--- src/include/pa_defs.svh ---
/*
	P-A arithmetic unit widths and step constants.
	Bit 0 is the most significant bit throughout the datapath.
*/

`ifndef PA_DEFS_SVH
`define PA_DEFS_SVH

// full datapath width
`define PA_W 16

// short argument held in ir bits 10..15
`define PA_SHORT_W 6

// step of the AR minus-four order
`define PA_AR_STEP4 4

`endif

--- src/source/pa_pkg.sv ---
/*
	P-A arithmetic unit types.
	Source selects for the W, A and address buses, and the ALU operations.
*/

package pa_pkg;

	// W bus sources
	typedef enum logic [2:0] {
		W_IR  = 3'd0,
		W_KL  = 3'd1,
		W_RDT = 3'd2,
		W_KI  = 3'd3,
		W_AT  = 3'd4,
		W_AC  = 3'd5,
		W_A   = 3'd6
	} w_src_e;

	// A bus sources
	typedef enum logic [1:0] {
		A_AR    = 2'd0,
		A_IC    = 2'd1,
		A_L     = 2'd2,
		A_SHORT = 2'd3
	} a_src_e;

	typedef enum logic [2:0] {
		OP_PASS_A = 3'd0,
		OP_ADD    = 3'd1,
		OP_SUB    = 3'd2,
		OP_AND    = 3'd3,
		OP_OR     = 3'd4,
		OP_XOR    = 3'd5
	} alu_op_e;

	// address output source
	typedef enum logic {
		AD_AR = 1'b0,
		AD_IC = 1'b1
	} ad_src_e;

endpackage

--- src/source/pa_regs_if.sv ---
/*
	P-A register bundle.
	Carries AC, AT, AR and IC from the register block to the bus multiplexers.
*/

`timescale 1ns/1ns
`include "pa_defs.svh"

interface pa_regs_if;

	logic [0:`PA_W-1] ac;
	logic [0:`PA_W-1] at;
	logic [0:`PA_W-1] ar;
	logic [0:`PA_W-1] ic;

	// register block side
	modport owner (output ac, at, ar, ic);

	// bus multiplexer side
	modport reader (input ac, at, ar, ic);

endinterface

--- src/source/pa.sv ---
/*
	P-A arithmetic unit, top level.
	W and A bus multiplexers, ALU, registers and address output.
*/

`timescale 1ns/1ns
`include "pa_defs.svh"

module pa (
	input  logic              strob1,
	input  logic              rst_n,
	input  logic [0:`PA_W-1]  ir,
	input  logic [0:`PA_W-1]  kl,
	input  logic [0:`PA_W-1]  rdt,
	input  logic [0:`PA_W-1]  ki,
	input  logic [0:`PA_W-1]  l,
	input  pa_pkg::w_src_e    w_sel,
	input  pa_pkg::a_src_e    a_sel,
	input  pa_pkg::alu_op_e   op,
	input  pa_pkg::ad_src_e   ad_sel,
	input  logic              p16,
	input  logic              ad_en,
	input  logic              barnb,
	input  logic              ac_load,
	input  logic              at_load,
	input  logic              ar_load,
	input  logic              ar_inc,
	input  logic              ar_dec4,
	input  logic              ic_load,
	input  logic              ic_inc,
	input  logic              ic_clr,
	input  logic              wzi_en,
	output logic [0:`PA_W-1]  w,
	output logic [0:`PA_W-1]  a,
	output logic [0:`PA_W-1]  f,
	output logic [0:`PA_W-1]  dad,
	output logic              carry,
	output logic              s0,
	output logic              zs,
	output logic              wzi,
	output logic              zga,
	output logic              arz,
	output logic              at15
);

	pa_regs_if regs_if ();

	pa_bus_a bus_a_i (
		.a_sel (a_sel),
		.ir    (ir),
		.l     (l),
		.regs  (regs_if.reader),
		.a     (a)
	);

	pa_bus_w bus_w_i (
		.w_sel (w_sel),
		.ir    (ir),
		.kl    (kl),
		.rdt   (rdt),
		.ki    (ki),
		.a     (a),
		.regs  (regs_if.reader),
		.w     (w)
	);

	pa_alu alu_i (
		.op    (op),
		.a     (a),
		.ac    (regs_if.ac),
		.p16   (p16),
		.f     (f),
		.carry (carry),
		.s0    (s0),
		.zs    (zs)
	);

	pa_regs regs_i (
		.strob1  (strob1),
		.rst_n   (rst_n),
		.w       (w),
		.f       (f),
		.ac_load (ac_load),
		.at_load (at_load),
		.ar_load (ar_load),
		.ar_inc  (ar_inc),
		.ar_dec4 (ar_dec4),
		.ic_load (ic_load),
		.ic_inc  (ic_inc),
		.ic_clr  (ic_clr),
		.wzi_en  (wzi_en),
		.zs      (zs),
		.wzi     (wzi),
		.arz     (arz),
		.at15    (at15),
		.regs    (regs_if.owner)
	);

	pa_addr addr_i (
		.ad_sel (ad_sel),
		.ad_en  (ad_en),
		.ar     (regs_if.ar),
		.ic     (regs_if.ic),
		.kl     (kl),
		.barnb  (barnb),
		.dad    (dad),
		.zga    (zga)
	);

endmodule

--- src/source/pa_addr.sv ---
/*
	P-A address output.
	Drives AR or IC onto the address lines and flags a key-address match.
*/

`timescale 1ns/1ns
`include "pa_defs.svh"

module pa_addr (
	input  pa_pkg::ad_src_e   ad_sel,
	input  logic              ad_en,
	input  logic [0:`PA_W-1]  ar,
	input  logic [0:`PA_W-1]  ic,
	input  logic [0:`PA_W-1]  kl,
	input  logic              barnb,
	output logic [0:`PA_W-1]  dad,
	output logic              zga
);

	always_comb begin
		if (!ad_en)
			dad = '0;
		else if (ad_sel == pa_pkg::AD_AR)
			dad = ar;
		else
			dad = ic;
	end

	// memory block bit replaces the top address bit in the stop compare
	assign zga = (kl == {barnb, dad[1:`PA_W-1]});

endmodule

--- src/source/pa_alu.sv ---
/*
	P-A ALU.
	Add and subtract with carry, bitwise logic, and sign and zero flags.
*/

`timescale 1ns/1ns
`include "pa_defs.svh"

module pa_alu (
	input  pa_pkg::alu_op_e   op,
	input  logic [0:`PA_W-1]  a,
	input  logic [0:`PA_W-1]  ac,
	input  logic              p16,
	output logic [0:`PA_W-1]  f,
	output logic              carry,
	output logic              s0,
	output logic              zs
);

	// one extra bit on the left holds the carry out of bit 0
	logic [0:`PA_W] sum;
	logic [0:`PA_W] dif;

	assign sum = {1'b0, a} + {1'b0, ac} + (`PA_W+1)'(p16);

	// a - ac - p16 as a + ~ac + ~p16
	assign dif = {1'b0, a} + {1'b0, ~ac} + {{`PA_W{1'b0}}, ~p16};

	always_comb begin
		carry = 1'b0;
		case (op)
			pa_pkg::OP_ADD: begin
				f = sum[1:`PA_W];
				carry = sum[0];
			end
			pa_pkg::OP_SUB: begin
				f = dif[1:`PA_W];
				carry = dif[0];
			end
			pa_pkg::OP_AND: begin
				f = a & ac;
			end
			pa_pkg::OP_OR: begin
				f = a | ac;
			end
			pa_pkg::OP_XOR: begin
				f = a ^ ac;
			end
			default: begin
				// pass A for the spare codes too
				f = a;
			end
		endcase
	end

	assign s0 = f[0];
	assign zs = (f == '0);

endmodule

--- src/source/pa_bus_a.sv ---
/*
	P-A A bus multiplexer.
	Selects AR, IC, the L literal or the sign-extended short argument.
*/

`timescale 1ns/1ns
`include "pa_defs.svh"

module pa_bus_a (
	input  pa_pkg::a_src_e    a_sel,
	input  logic [0:`PA_W-1]  ir,
	input  logic [0:`PA_W-1]  l,
	pa_regs_if.reader         regs,
	output logic [0:`PA_W-1]  a
);

	logic [0:`PA_SHORT_W-1] short_arg;
	logic [0:`PA_W-1]       short_ext;

	// short argument sits in the low end of ir, its sign in the leftmost bit
	assign short_arg = ir[`PA_W-`PA_SHORT_W:`PA_W-1];
	assign short_ext = {{(`PA_W-`PA_SHORT_W){short_arg[0]}}, short_arg};

	always_comb begin
		case (a_sel)
			pa_pkg::A_AR:    a = regs.ar;
			pa_pkg::A_IC:    a = regs.ic;
			pa_pkg::A_L:     a = l;
			pa_pkg::A_SHORT: a = short_ext;
			default:         a = '0;
		endcase
	end

endmodule

--- src/source/pa_bus_w.sv ---
/*
	P-A W bus multiplexer.
	Picks the W bus from IR, keys, memory data, I/O bus, AT, AC or A.
*/

`timescale 1ns/1ns
`include "pa_defs.svh"

module pa_bus_w (
	input  pa_pkg::w_src_e    w_sel,
	input  logic [0:`PA_W-1]  ir,
	input  logic [0:`PA_W-1]  kl,
	input  logic [0:`PA_W-1]  rdt,
	input  logic [0:`PA_W-1]  ki,
	input  logic [0:`PA_W-1]  a,
	pa_regs_if.reader         regs,
	output logic [0:`PA_W-1]  w
);

	always_comb begin
		case (w_sel)
			pa_pkg::W_IR:  w = ir;
			pa_pkg::W_KL:  w = kl;
			pa_pkg::W_RDT: w = rdt;
			pa_pkg::W_KI:  w = ki;
			pa_pkg::W_AT:  w = regs.at;
			pa_pkg::W_AC:  w = regs.ac;
			pa_pkg::W_A:   w = a;
			// unused code leaves the bus idle
			default:       w = '0;
		endcase
	end

	// the control source must never select the spare code
	always_comb begin
		w_sel_chk: assert (w_sel inside {pa_pkg::W_IR, pa_pkg::W_KL, pa_pkg::W_RDT,
			pa_pkg::W_KI, pa_pkg::W_AT, pa_pkg::W_AC, pa_pkg::W_A})
			else $error("pa_bus_w: undefined W source %0d", w_sel);
	end

endmodule

--- src/source/pa_regs.sv ---
/*
	P-A register block.
	AC, AT, AR and IC with load and counting orders, plus the WZI zero latch.
*/

`timescale 1ns/1ns
`include "pa_defs.svh"

module pa_regs (
	input  logic              strob1,
	input  logic              rst_n,
	input  logic [0:`PA_W-1]  w,
	input  logic [0:`PA_W-1]  f,
	input  logic              ac_load,
	input  logic              at_load,
	input  logic              ar_load,
	input  logic              ar_inc,
	input  logic              ar_dec4,
	input  logic              ic_load,
	input  logic              ic_inc,
	input  logic              ic_clr,
	input  logic              wzi_en,
	input  logic              zs,
	output logic              wzi,
	output logic              arz,
	output logic              at15,
	pa_regs_if.owner          regs
);

	logic [0:`PA_W-1] ac_q;
	logic [0:`PA_W-1] at_q;
	logic [0:`PA_W-1] ar_q;
	logic [0:`PA_W-1] ic_q;
	logic             wzi_q;

	always_ff @(posedge strob1 or negedge rst_n) begin
		if (!rst_n) begin
			ac_q <= '0;
			at_q <= '0;
		end else begin
			if (ac_load)
				ac_q <= w;
			if (at_load)
				at_q <= f;
		end
	end

	// AR: load wins over +1, +1 wins over -4
	always_ff @(posedge strob1 or negedge rst_n) begin
		if (!rst_n)
			ar_q <= '0;
		else if (ar_load)
			ar_q <= w;
		else if (ar_inc)
			ar_q <= ar_q + `PA_W'(1);
		else if (ar_dec4)
			ar_q <= ar_q - `PA_W'(`PA_AR_STEP4);
	end

	// IC: clear, then load, then +1
	always_ff @(posedge strob1 or negedge rst_n) begin
		if (!rst_n)
			ic_q <= '0;
		else if (ic_clr)
			ic_q <= '0;
		else if (ic_load)
			ic_q <= w;
		else if (ic_inc)
			ic_q <= ic_q + `PA_W'(1);
	end

	always_ff @(posedge strob1 or negedge rst_n) begin
		if (!rst_n)
			wzi_q <= 1'b0;
		else if (wzi_en)
			wzi_q <= zs;
	end

	assign regs.ac = ac_q;
	assign regs.at = at_q;
	assign regs.ar = ar_q;
	assign regs.ic = ic_q;
	assign wzi = wzi_q;

	// upper half of AR non-zero
	assign arz = |ar_q[0:7];
	assign at15 = at_q[`PA_W-1];

	// control should not ask for both directions at once
	ar_order_chk: assert property (@(posedge strob1) disable iff (!rst_n)
		!(ar_inc && ar_dec4))
		else $warning("pa_regs: ar_inc and ar_dec4 together");

	ic_order_chk: assert property (@(posedge strob1) disable iff (!rst_n)
		!(ic_inc && ic_load))
		else $warning("pa_regs: ic_inc and ic_load together");

	// zs comes from the ALU, so this ties the latch to the live flag
	wzi_follow_chk: assert property (@(posedge strob1) disable iff (!rst_n)
		wzi_en |=> (wzi == $past(zs)))
		else $error("pa_regs: WZI did not take zs");

endmodule

--- config.mk ---
export PLATFORM = sky130hd
export DESIGN_NAME = pa
export DESIGN_NICKNAME = d
export VERILOG_FILES = /design/src/source/pa_pkg.sv /design/src/source/pa_regs_if.sv /design/src/source/pa.sv /design/src/source/pa_addr.sv /design/src/source/pa_alu.sv /design/src/source/pa_bus_a.sv /design/src/source/pa_bus_w.sv /design/src/source/pa_regs.sv
export VERILOG_INCLUDE_DIRS = /design/src /design/src/include
export SDC_FILE = /design/constraint.sdc
export NUM_CORES = 1
export LEC_CHECK = 0
export ABC_CLOCK_PERIOD_IN_PS = 14600
export BUFFER_PORTS_ARGS = -buffer_cell sky130_fd_sc_hd__buf_4
export CORE_MARGIN = 3
export CORE_UTILIZATION = 62
export DETAILED_ROUTE_END_ITERATION = 8
export GPL_ROUTABILITY_DRIVEN = 0
export PLACE_DENSITY = 0.89
export SYNTH_ARGS = -nofsm -noshare
export SYNTH_HDL_FRONTEND = slang
export SYNTH_HIERARCHICAL = 1
export SYNTH_SLANG_ARGS = --single-unit
--- constraint.sdc ---
create_clock -name strob1 -period 14.6 [get_ports strob1]
set_input_delay 2.19 -clock strob1 [delete_from_list [all_inputs] [get_ports strob1]]
set_output_delay 2.19 -clock strob1 [all_outputs]
set_load 0.01 [all_outputs]
## Yosys cells after proc, flatten, opt, wreduce, memory -nomap -nowiden

Index checks and enable logic that the tools add are counted.

| word-level totals | value |
|---|---|
| bits in registers | 65 |
| input bits | 103 |
| output and inout bits | 71 |
| word-level logic and storage cells | 50 |

| cells by class | value |
|---|---|
| add/sub/neg operators | 7 |
| eq/ne operators | 15 |
| multiplexer cells | 12 |
| bitwise gates (word level) | 5 |
| reduce and logical (&&, ||, !) cells | 6 |

Operators with widths:

| cell | number |
|---|---|
| $mux 16 | 8 |
| $pmux 16 s7 | 1 |
| $pmux 16 s5 | 1 |
| $pmux 16 s4 | 1 |
| $add 16x16->17 | 2 |
| $add 17x1->17 | 2 |
| $add 16x1->16 const B | 2 |
| $and 16x16->16 | 1 |
| $eq 16x16->1 | 1 |
| $logic_not 16->1 | 1 |
| $not 16->16 | 1 |
| $or 16x16->16 | 1 |
| $sub 16x3->16 const B | 1 |
| $xor 16x16->16 | 1 |
| $eq 3x3->1 const B | 5 |
| $eq 3x2->1 const B | 4 |
| $reduce_or 8->1 | 1 |
| $eq 3x1->1 const B | 2 |
| $reduce_bool 3->1 | 2 |
| $eq 2x2->1 const B | 2 |
| $logic_not 3->1 | 1 |
| $eq 2x1->1 const B | 1 |
| $logic_not 2->1 | 1 |
| $pmux 1 s2 | 1 |
| $not 1->1 | 1 |

## Longest topological paths before layout

Gate-level depths: netlist of run 1.

| logic depth | value |
|---|---|
| word-level depth | 6 |
| mapped depth | 16 |
| gate-level depth less buffers | 14 |

## Modules after synthesis

Netlist of run 1, hierarchy kept.

By module, submodules not included:

| module | times used | cells an instance | area an instance (sq um) |
|---|---|---|---|
| pa_regs | 1 | 332 | 3503.4 |
| pa_alu | 1 | 453 | 3051.7 |
| pa_bus_w | 1 | 141 | 1063.5 |
| pa_addr | 1 | 56 | 464.2 |
| pa_bus_a | 1 | 21 | 427.9 |

## Least setup slack after synthesis of run 1

Ideal clock, no wire load.

| timing path | value |
|---|---|
| path kind | input -> output |
| from | in a_sel[0] |
| to | out zs |
| arrival time | 5735 ps |
| slack | 6675 ps |
| stages | 13 |
| buffers on the path | 2 |
| cells stage by stage | buf_6 > buf_12 > mux4_2 > fa_1 > fa_1 > a211oi_1 > o21ai_1 > nand3_1 > a21boi_0 > o221ai_1 > a222oi_1 > nor2_1 > nor4_2 |

| between the ends | value |
|---|---|
| word-level cells in the longest chain between the ends | 6 |
| elaborated cells on any way between the ends | 14 |
| classes of those cells | add/sub (4); eq/ne (3); mux (2); bitwise (3); reduce/logical (2) |

RTL lines:

| element | RTL line | RTL |
|---|---|---|
| from (decl) | pa.sv:18 | `input pa_pkg::a_src_e a_sel,` |
| $eq 2x2->1, or another cell as far along | pa_bus_a.sv:25 | `case (a_sel)` |
| $pmux 16 s4 (*) | pa_bus_a.sv:25 |  |
| via a (one bit) | pa.sv:34 | `` output logic [0:`PA_W-1] a, `` |
| $add 16x16->17 (on tied branches) | pa_alu.sv:27, pa_alu.sv:24 |  |
| $add 17x1->17 (on tied branches) | pa_alu.sv:27, pa_alu.sv:24 |  |
| $pmux 16 s5 (*) | pa_alu.sv:31 | `case (op)` |
| via f (one bit) | pa.sv:35 | `` output logic [0:`PA_W-1] f, `` |
| $logic_not 16->1 (*) | pa_alu.sv:57 | `assign zs = (f == '0);` |
| to (decl) | pa.sv:39 | `output logic zs,` |

The timed path passes the listed nets; every way through them passes the cells marked *.

## Worst setup path after layout of run 1

| timing path | value |
|---|---|
| from | in a_sel[0] |
| to | out zs |

| between the ends | value |
|---|---|
| word-level cells in the longest chain between the ends | 6 |
| elaborated cells on any way between the ends | 14 |
| classes of those cells | add/sub (4); eq/ne (3); mux (2); bitwise (3); reduce/logical (2) |

RTL lines:

| element | RTL line |
|---|---|
| $eq 2x2->1, or another cell as far along | pa_bus_a.sv:25 |
| $pmux 16 s4 (*) | pa_bus_a.sv:25 |
| $add 16x16->17 (on tied branches) | pa_alu.sv:27, pa_alu.sv:24 |
| $add 17x1->17 (on tied branches) | pa_alu.sv:27, pa_alu.sv:24 |
| $pmux 16 s5 (*) | pa_alu.sv:31 |
| $logic_not 16->1 (*) | pa_alu.sv:57 |

Every way passes the cells marked *; elsewhere a longest branch is shown, timed or not.

==> results of run 1 <==
## per-layer routing
metal	global-route usage [%]	vias up	part of all wire, %
li1	-	3983	-
met3	7.18	107	12
met2	58.4	665	47
met5	0	-	0
met1	47.8	4292	37
met4	17.2	0	4.6
## sequential cells by signal, indices dropped and copies added, names as in the netlist
name,count
regs_i/regs.ac,16
regs_i/regs.ar,16
regs_i/regs.at,16
regs_i/regs.ic,16
regs_i/wzi,1
## report_power, final
part	internal (uW)	switching, uW	total (uW)
registers	218	54.5	272
clock network	136	85.1	221
logic	248	328	576
## worst paths after layout
kind	endpoint
hold / removal	regs_i/wzi
hold reg to reg	regs_i/wzi
setup reg to reg	regs_i/wzi
min in group asynchronous	regs_i/regs.at[0]
setup / recovery	zs
max in group asynchronous	regs_i/regs.ar[15]
## metrics by stage
stage          worst slack, ns  hold WS (ns)  utilization [%]
5_1_grt                   5.97         0.526             74.4
3_5_place_dp              6.23         0.498             72.2
6_report                  6.18         0.509             74.4
2_1_floorplan             6.67         0.477                -
3_3_place_gp              6.29         0.491             72.2
4_1_cts                   6.23         0.510             74.4
## cells by family after synthesis
group | Yosys count
adders and majority gates | 58
and+or+nand+nor | 308
DFF | 65
muxes | 118
xor gates and xnor gates | 32
AOI/OAI and AO/OA | 285
buffers and inverters | 137
## area by class of cell
class                      count  area share (%)
clock inverter                 5           0.554
inverter                      65            2.46
sequential                    65            16.4
timing repair buffer         178            13.4
multi-input combinational    801            62.5
tap                          176            2.22
clock buffer                  11            2.44
## layout by cell type (no fill, tap or decap), types with 14 or more instances in the layout
cell | synthesis | final
buf_4 | 6 | 178
a21oi_1 | 76 | 76
nand2_1 | 67 | 67
dfrtp_1 | 65 | 65
inv_1 | 62 | 62
nor2_1 | 58 | 58
ha_1 | 54 | 54
mux2i_1 | 50 | 50
mux2_2 | 50 | 50
o21ai_0 | 39 | 39
nor2b_1 | 29 | 29
xnor2_1 | 28 | 28
nand3_1 | 27 | 27
o21ai_1 | 22 | 22
nand2b_1 | 18 | 18
nor3_1 | 18 | 18
nand4_1 | 16 | 16
a211oi_1 | 15 | 15
o221ai_1 | 14 | 14
==> flow_summary.json, run 1 <==
{
  "status": "finished, final reports clean",
  "path_cells": "buf_4, mux4_2, fa_1, fa_1, a211oi_1, o21ai_1, nand3_1, a21boi_0, o221ai_1, a222oi_1, nor2_1, nor4_2, buf_4",
  "coreArea_um2": 13300,
  "synth_xor_area_share_pct": 3.29,
  "slew_headroom_pct": 42.8,
  "nets": 1281,
  "synth_area_leaders": "dfrtp_1 19%, ha_1 7.9%, mux2_2 6.6%",
  "post-synth-top-count-cell": "a21oi_1",
  "clkTransAtPathRegs_ns": 0.06,
  "ys_seq_area_share_pct": 19.1,
  "synthMuxAreaShare_pct": 17.6,
  "worstPathRequired_ns": 12.41,
  "design_power_total_uw": 1070,
  "synth-edff-count": 0,
  "yosysUniqueCellTypes": 99,
  "start_util_pct": 63.8,
  "drtAntennaViolNets": 0,
  "dp_hpwl_um": 20900,
  "setup_viol": 0,
  "hold_path.startpoint": "regs_i/wzi",
  "cts_resized": 0,
  "syn_nets": 1164,
  "post-cts-setup-buffer-count": 0,
  "slowest_delay_ns": 0.67,
  "synth-simple-area-share_pct": 20.4,
  "syn2layout_area_growth_pct": 16.7,
  "yosys_warnings": 6,
  "fin_crit_sh_pct": 57.7,
  "maxCapViolCount": 0,
  "final_area_um2": 9940,
  "drc_errors": 0,
  "drive_gt1_share_pct": 25.6,
  "cp.depth": 13,
  "numCtsBuffers": 9,
  "fmaxAchievable_mhz": 119,
  "setup-tns-final_ns": 0,
  "clock_latency_ns": 0.35,
  "fill_cells": 959,
  "wire_per_inst_um": 21.9,
  "cp-start-kind": "input pin",
  "arrival_ns": 6.23,
  "root_buffer": "clkbuf_16",
  "cp_top_family": "compound AO/OA/AOI/OAI gates",
  "slew_viol_final": 0,
  "placed_cell_area_um2": 9640,
  "io_pins": 174,
  "worst_pin_slew_ns": 0.858,
  "cp_num_buf_inv": 2,
  "cts_tree": "done",
  "synth-seq-cells": 65,
  "dr.pass1.iters": 5,
  "die_h_um": 123,
  "post_drt_via_cell_ratio": 6.95,
  "cts_hold_buf": 0,
  "leakage_uw": 0.00437,
  "crit_slowest_cell": "mux4_2",
  "rsz0062_at_grt": "false",
  "yosysTopAreaCell": "dfrtp_1",
  "ctsHtreeMaxLevel": 3,
  "die_area_um2": 15200,
  "synth_top_family_by_area": "compound AO/OA/AOI/OAI gates",
  "rows": 42,
  "synth_compound_area_share_pct": 22.8,
  "n_antenna_cell": 0,
  "endpoint_kind": "output port",
  "grt_usage_pct": 36.6,
  "synth_ff_type": "dfrtp_1",
  "crit_start": "a_sel[0]",
  "antenna_found_initial": 0,
  "seqCellArea_um2": 1630,
  "drt-initial-drc-count": 1355,
  "syn_inst": 1003,
  "die-width_um": 123,
  "grt_pass1_wl_um": 43600,
  "period_minus_slack_ns": 8.42,
  "syn_area_um2": 8510,
  "clockBufferDepth": 2,
  "placed_cells": 1285,
  "dr_total_vias": 9047,
  "reg2regPathDepth": 12,
  "rr_startpoint": "regs_i/regs.ic[15]",
  "rrSetupSlack_ns": 10.36,
  "async_flop_share_pct": 100,
  "syn_area_per_cell_um2": 8.49,
  "hold_path_depth": 1,
  "synth_fa_ha_area_share_pct": 8.88,
  "peakVddDrop_v": 0.0000801,
  "critPathMaxFanout": 16,
  "synth_common_cells": "76 x a21oi_1, 67 x nand2_1, 65 x dfrtp_1",
  "clock-sinks": 65,
  "grt-ovfl-total": 0,
  "multi_input_area_um2": 6210,
  "p_per_area_nw_per_um2": 108,
  "grt_max_degree": 66,
  "final_hold_viol_count": 0,
  "numPortBuffers": 173,
  "instances_no_fill": 1301,
  "synth_top_cell_area_share_pct": 19.1,
  "first_global_vias": 8298,
  "worst-setup-path-type": "input pin to output port",
  "min_path_type": "flop to flop",
  "fin_skew_ns": 0.00581,
  "routed_wl_um": 28500
}
Note: power is estimated with default switching activity, not from simulation.
==> inputs of run 2 (changes only) <==
--- a/config.mk
+++ b/config.mk
@@ -6,13 +6,13 @@
 export SDC_FILE = /design/constraint.sdc
 export NUM_CORES = 1
 export LEC_CHECK = 0
-export ABC_CLOCK_PERIOD_IN_PS = 14600
+export ABC_CLOCK_PERIOD_IN_PS = 7900
 export BUFFER_PORTS_ARGS = -buffer_cell sky130_fd_sc_hd__buf_4
 export CORE_MARGIN = 3
-export CORE_UTILIZATION = 62
+export CORE_UTILIZATION = 57
 export DETAILED_ROUTE_END_ITERATION = 8
 export GPL_ROUTABILITY_DRIVEN = 0
-export PLACE_DENSITY = 0.89
+export PLACE_DENSITY = 0.82
 export SYNTH_ARGS = -nofsm -noshare
 export SYNTH_HDL_FRONTEND = slang
 export SYNTH_HIERARCHICAL = 1
==> constraint.sdc (replaced) <==
create_clock -name strob1 -period 7.9 [get_ports strob1]
set_input_delay 1.185 -clock strob1 [delete_from_list [all_inputs] [get_ports strob1]]
set_output_delay 1.185 -clock strob1 [all_outputs]
set_load 0.01 [all_outputs]
==> flow_summary.json, run 2 (synthesized netlist as in run 1, its figures left out) <==
{
  "drc_errors": 0,
  "critPathMaxFanout": 16,
  "endpoint_kind": "output port",
  "reg2regPathDepth": 12,
  "slew_headroom_pct": 41.3,
  "n_antenna_cell": 0,
  "coreArea_um2": 14600,
  "post_drt_via_cell_ratio": 6.72,
  "die-width_um": 128,
  "arrival_ns": 5.28,
  "grt_usage_pct": 32.6,
  "final_cell_mix": "178 x buf_4, 76 x a21oi_1, 67 x nand2_1",
  "die_h_um": 128,
  "leakage_uw": 0.00437,
  "rrSetupSlack_ns": 3.58,
  "cts_hold_buf": 0,
  "hold_path_depth": 1,
  "status": "finished, final reports clean",
  "fill_cells": 1221,
  "io_pins": 174,
  "routed_wl_um": 27400,
  "clock-sinks": 65,
  "die_area_um2": 16400,
  "drt-initial-drc-count": 1309,
  "slew_viol_final": 0,
  "p_per_area_nw_per_um2": 197,
  "final_common_cell": "buf_4",
  "nets": 1281,
  "drive_gt1_share_pct": 25.4,
  "worst-setup-path-type": "input pin to output port",
  "drtAntennaViolNets": 0,
  "crit_slowest_cell": "mux4_2",
  "start_util_pct": 58.3,
  "placed_cell_area_um2": 9650,
  "grt_max_degree": 66,
  "dp_hpwl_um": 20900,
  "cp-start-kind": "input pin",
  "hold_ws_ns": 0.506,
  "cts_tree": "done",
  "syn2layout_area_growth_pct": 16.9,
  "period_minus_slack_ns": 6.46,
  "final_util_pct": 68.2,
  "fin_crit_sh_pct": 81.8,
  "grt_pass1_wl_um": 42900,
  "clock_latency_ns": 0.33,
  "root_buffer": "clkbuf_16",
  "first_global_vias": 8036,
  "rr_startpoint": "regs_i/regs.ic[15]",
  "worst_pin_slew_ns": 0.866,
  "slowest_delay_ns": 0.65,
  "instances_no_fill": 1308,
  "setup_viol": 0,
  "hold_end": "regs_i/regs.at[12]",
  "clkTransAtPathRegs_ns": 0.05,
  "setup-tns-final_ns": 0,
  "dr.pass1.iters": 6,
  "fin_skew_ns": 0.00850,
  "cp_num_buf_inv": 2,
  "grt-ovfl-total": 0,
  "numCtsBuffers": 9,
  "hold_path.startpoint": "regs_i/regs.at[12]",
  "path_cells": "buf_4, mux4_2, fa_1, fa_1, a211oi_1, o21ai_1, nand3_1, a21boi_0, o221ai_1, a222oi_1, nor2_1, nor4_2, buf_4",
  "cts_resized": 0,
  "r2r_end": "regs_i/wzi",
  "rows": 44,
  "wire_per_inst_um": 21.0,
  "peakVddDrop_v": 0.000115,
  "min_path_type": "flop to flop",
  "ctsHtreeMaxLevel": 3,
  "post-cts-setup-buffer-count": 0,
  "fmaxAchievable_mhz": 155,
  "numPortBuffers": 173,
  "clockBufferDepth": 2,
  "crit_start": "a_sel[0]",
  "antenna_found_initial": 0,
  "cp_top_family": "compound AO/OA/AOI/OAI gates",
  "cp.depth": 13,
  "final_area_um2": 9950,
  "dr_total_vias": 8784,
  "final_hold_viol_count": 0,
  "worstPathRequired_ns": 6.71,
  "placed_cells": 1293,
  "maxCapViolCount": 0,
  "rsz0062_at_grt": "false"
}
==> run 2: worst max-delay path by stage <==
stage | endpoint | slack (ns)
floorplan | zs | 1.98
global placement | zs | 1.60
detailed placement | zs | 1.52
CTS | zs | 1.52
global route | zs | 1.14
finish | zs | 1.44
==> run 2: final cells by class <==
cell class              instances  area (um2)  area share [%]
repair buffers                178        1340            13.4
well taps                     184         230            2.31
clock inverters                 2        37.5           0.377
inverters                      65         244            2.45
flip-flops and latches         65        1630            16.4
clock buffers                  13         260            2.62
multi-input cells             801        6210            62.4
==> run 2: worst reg2reg max path, stage by stage, from the launching register on <==
cell and delay [ns]:
dfrtp_1 0.46, mux4_2 0.59, fa_1 0.51, fa_1 0.45, a211oi_1 0.36, o21ai_1 0.19
nand3_1 0.18, a21boi_0 0.25, o221ai_1 0.22, a222oi_1 0.38, nor2_1 0.13, nor4_2 0.33
mux2_2 0.20
==> run 2: metrics by stage <==
step / setup slack [ns] / total power (uW)
4_1_cts: 1.52 / 1930
3_3_place_gp: 1.60 / 1500
3_5_place_dp: 1.52 / 1520
6_report: 1.44 / 1960
5_1_grt: 1.14 / 2080
2_1_floorplan: 1.98 / 1190
==> run 2: report_power, final <==
part | internal, uW | total, uW | switching [uW]
logic | 457 | 1050 | 596
registers | 402 | 501 | 98.7
clock network | 260 | 404 | 144
==> run 2: layer usage <==
metal  GRT usage (%)  share of wire (%)  vias up
li1                -                  -     3982
met2            53.1                 47      518
met5               0                  0        -
met3            5.04                9.0       95
met4            13.4                3.9        0
met1            43.1                 40     4189
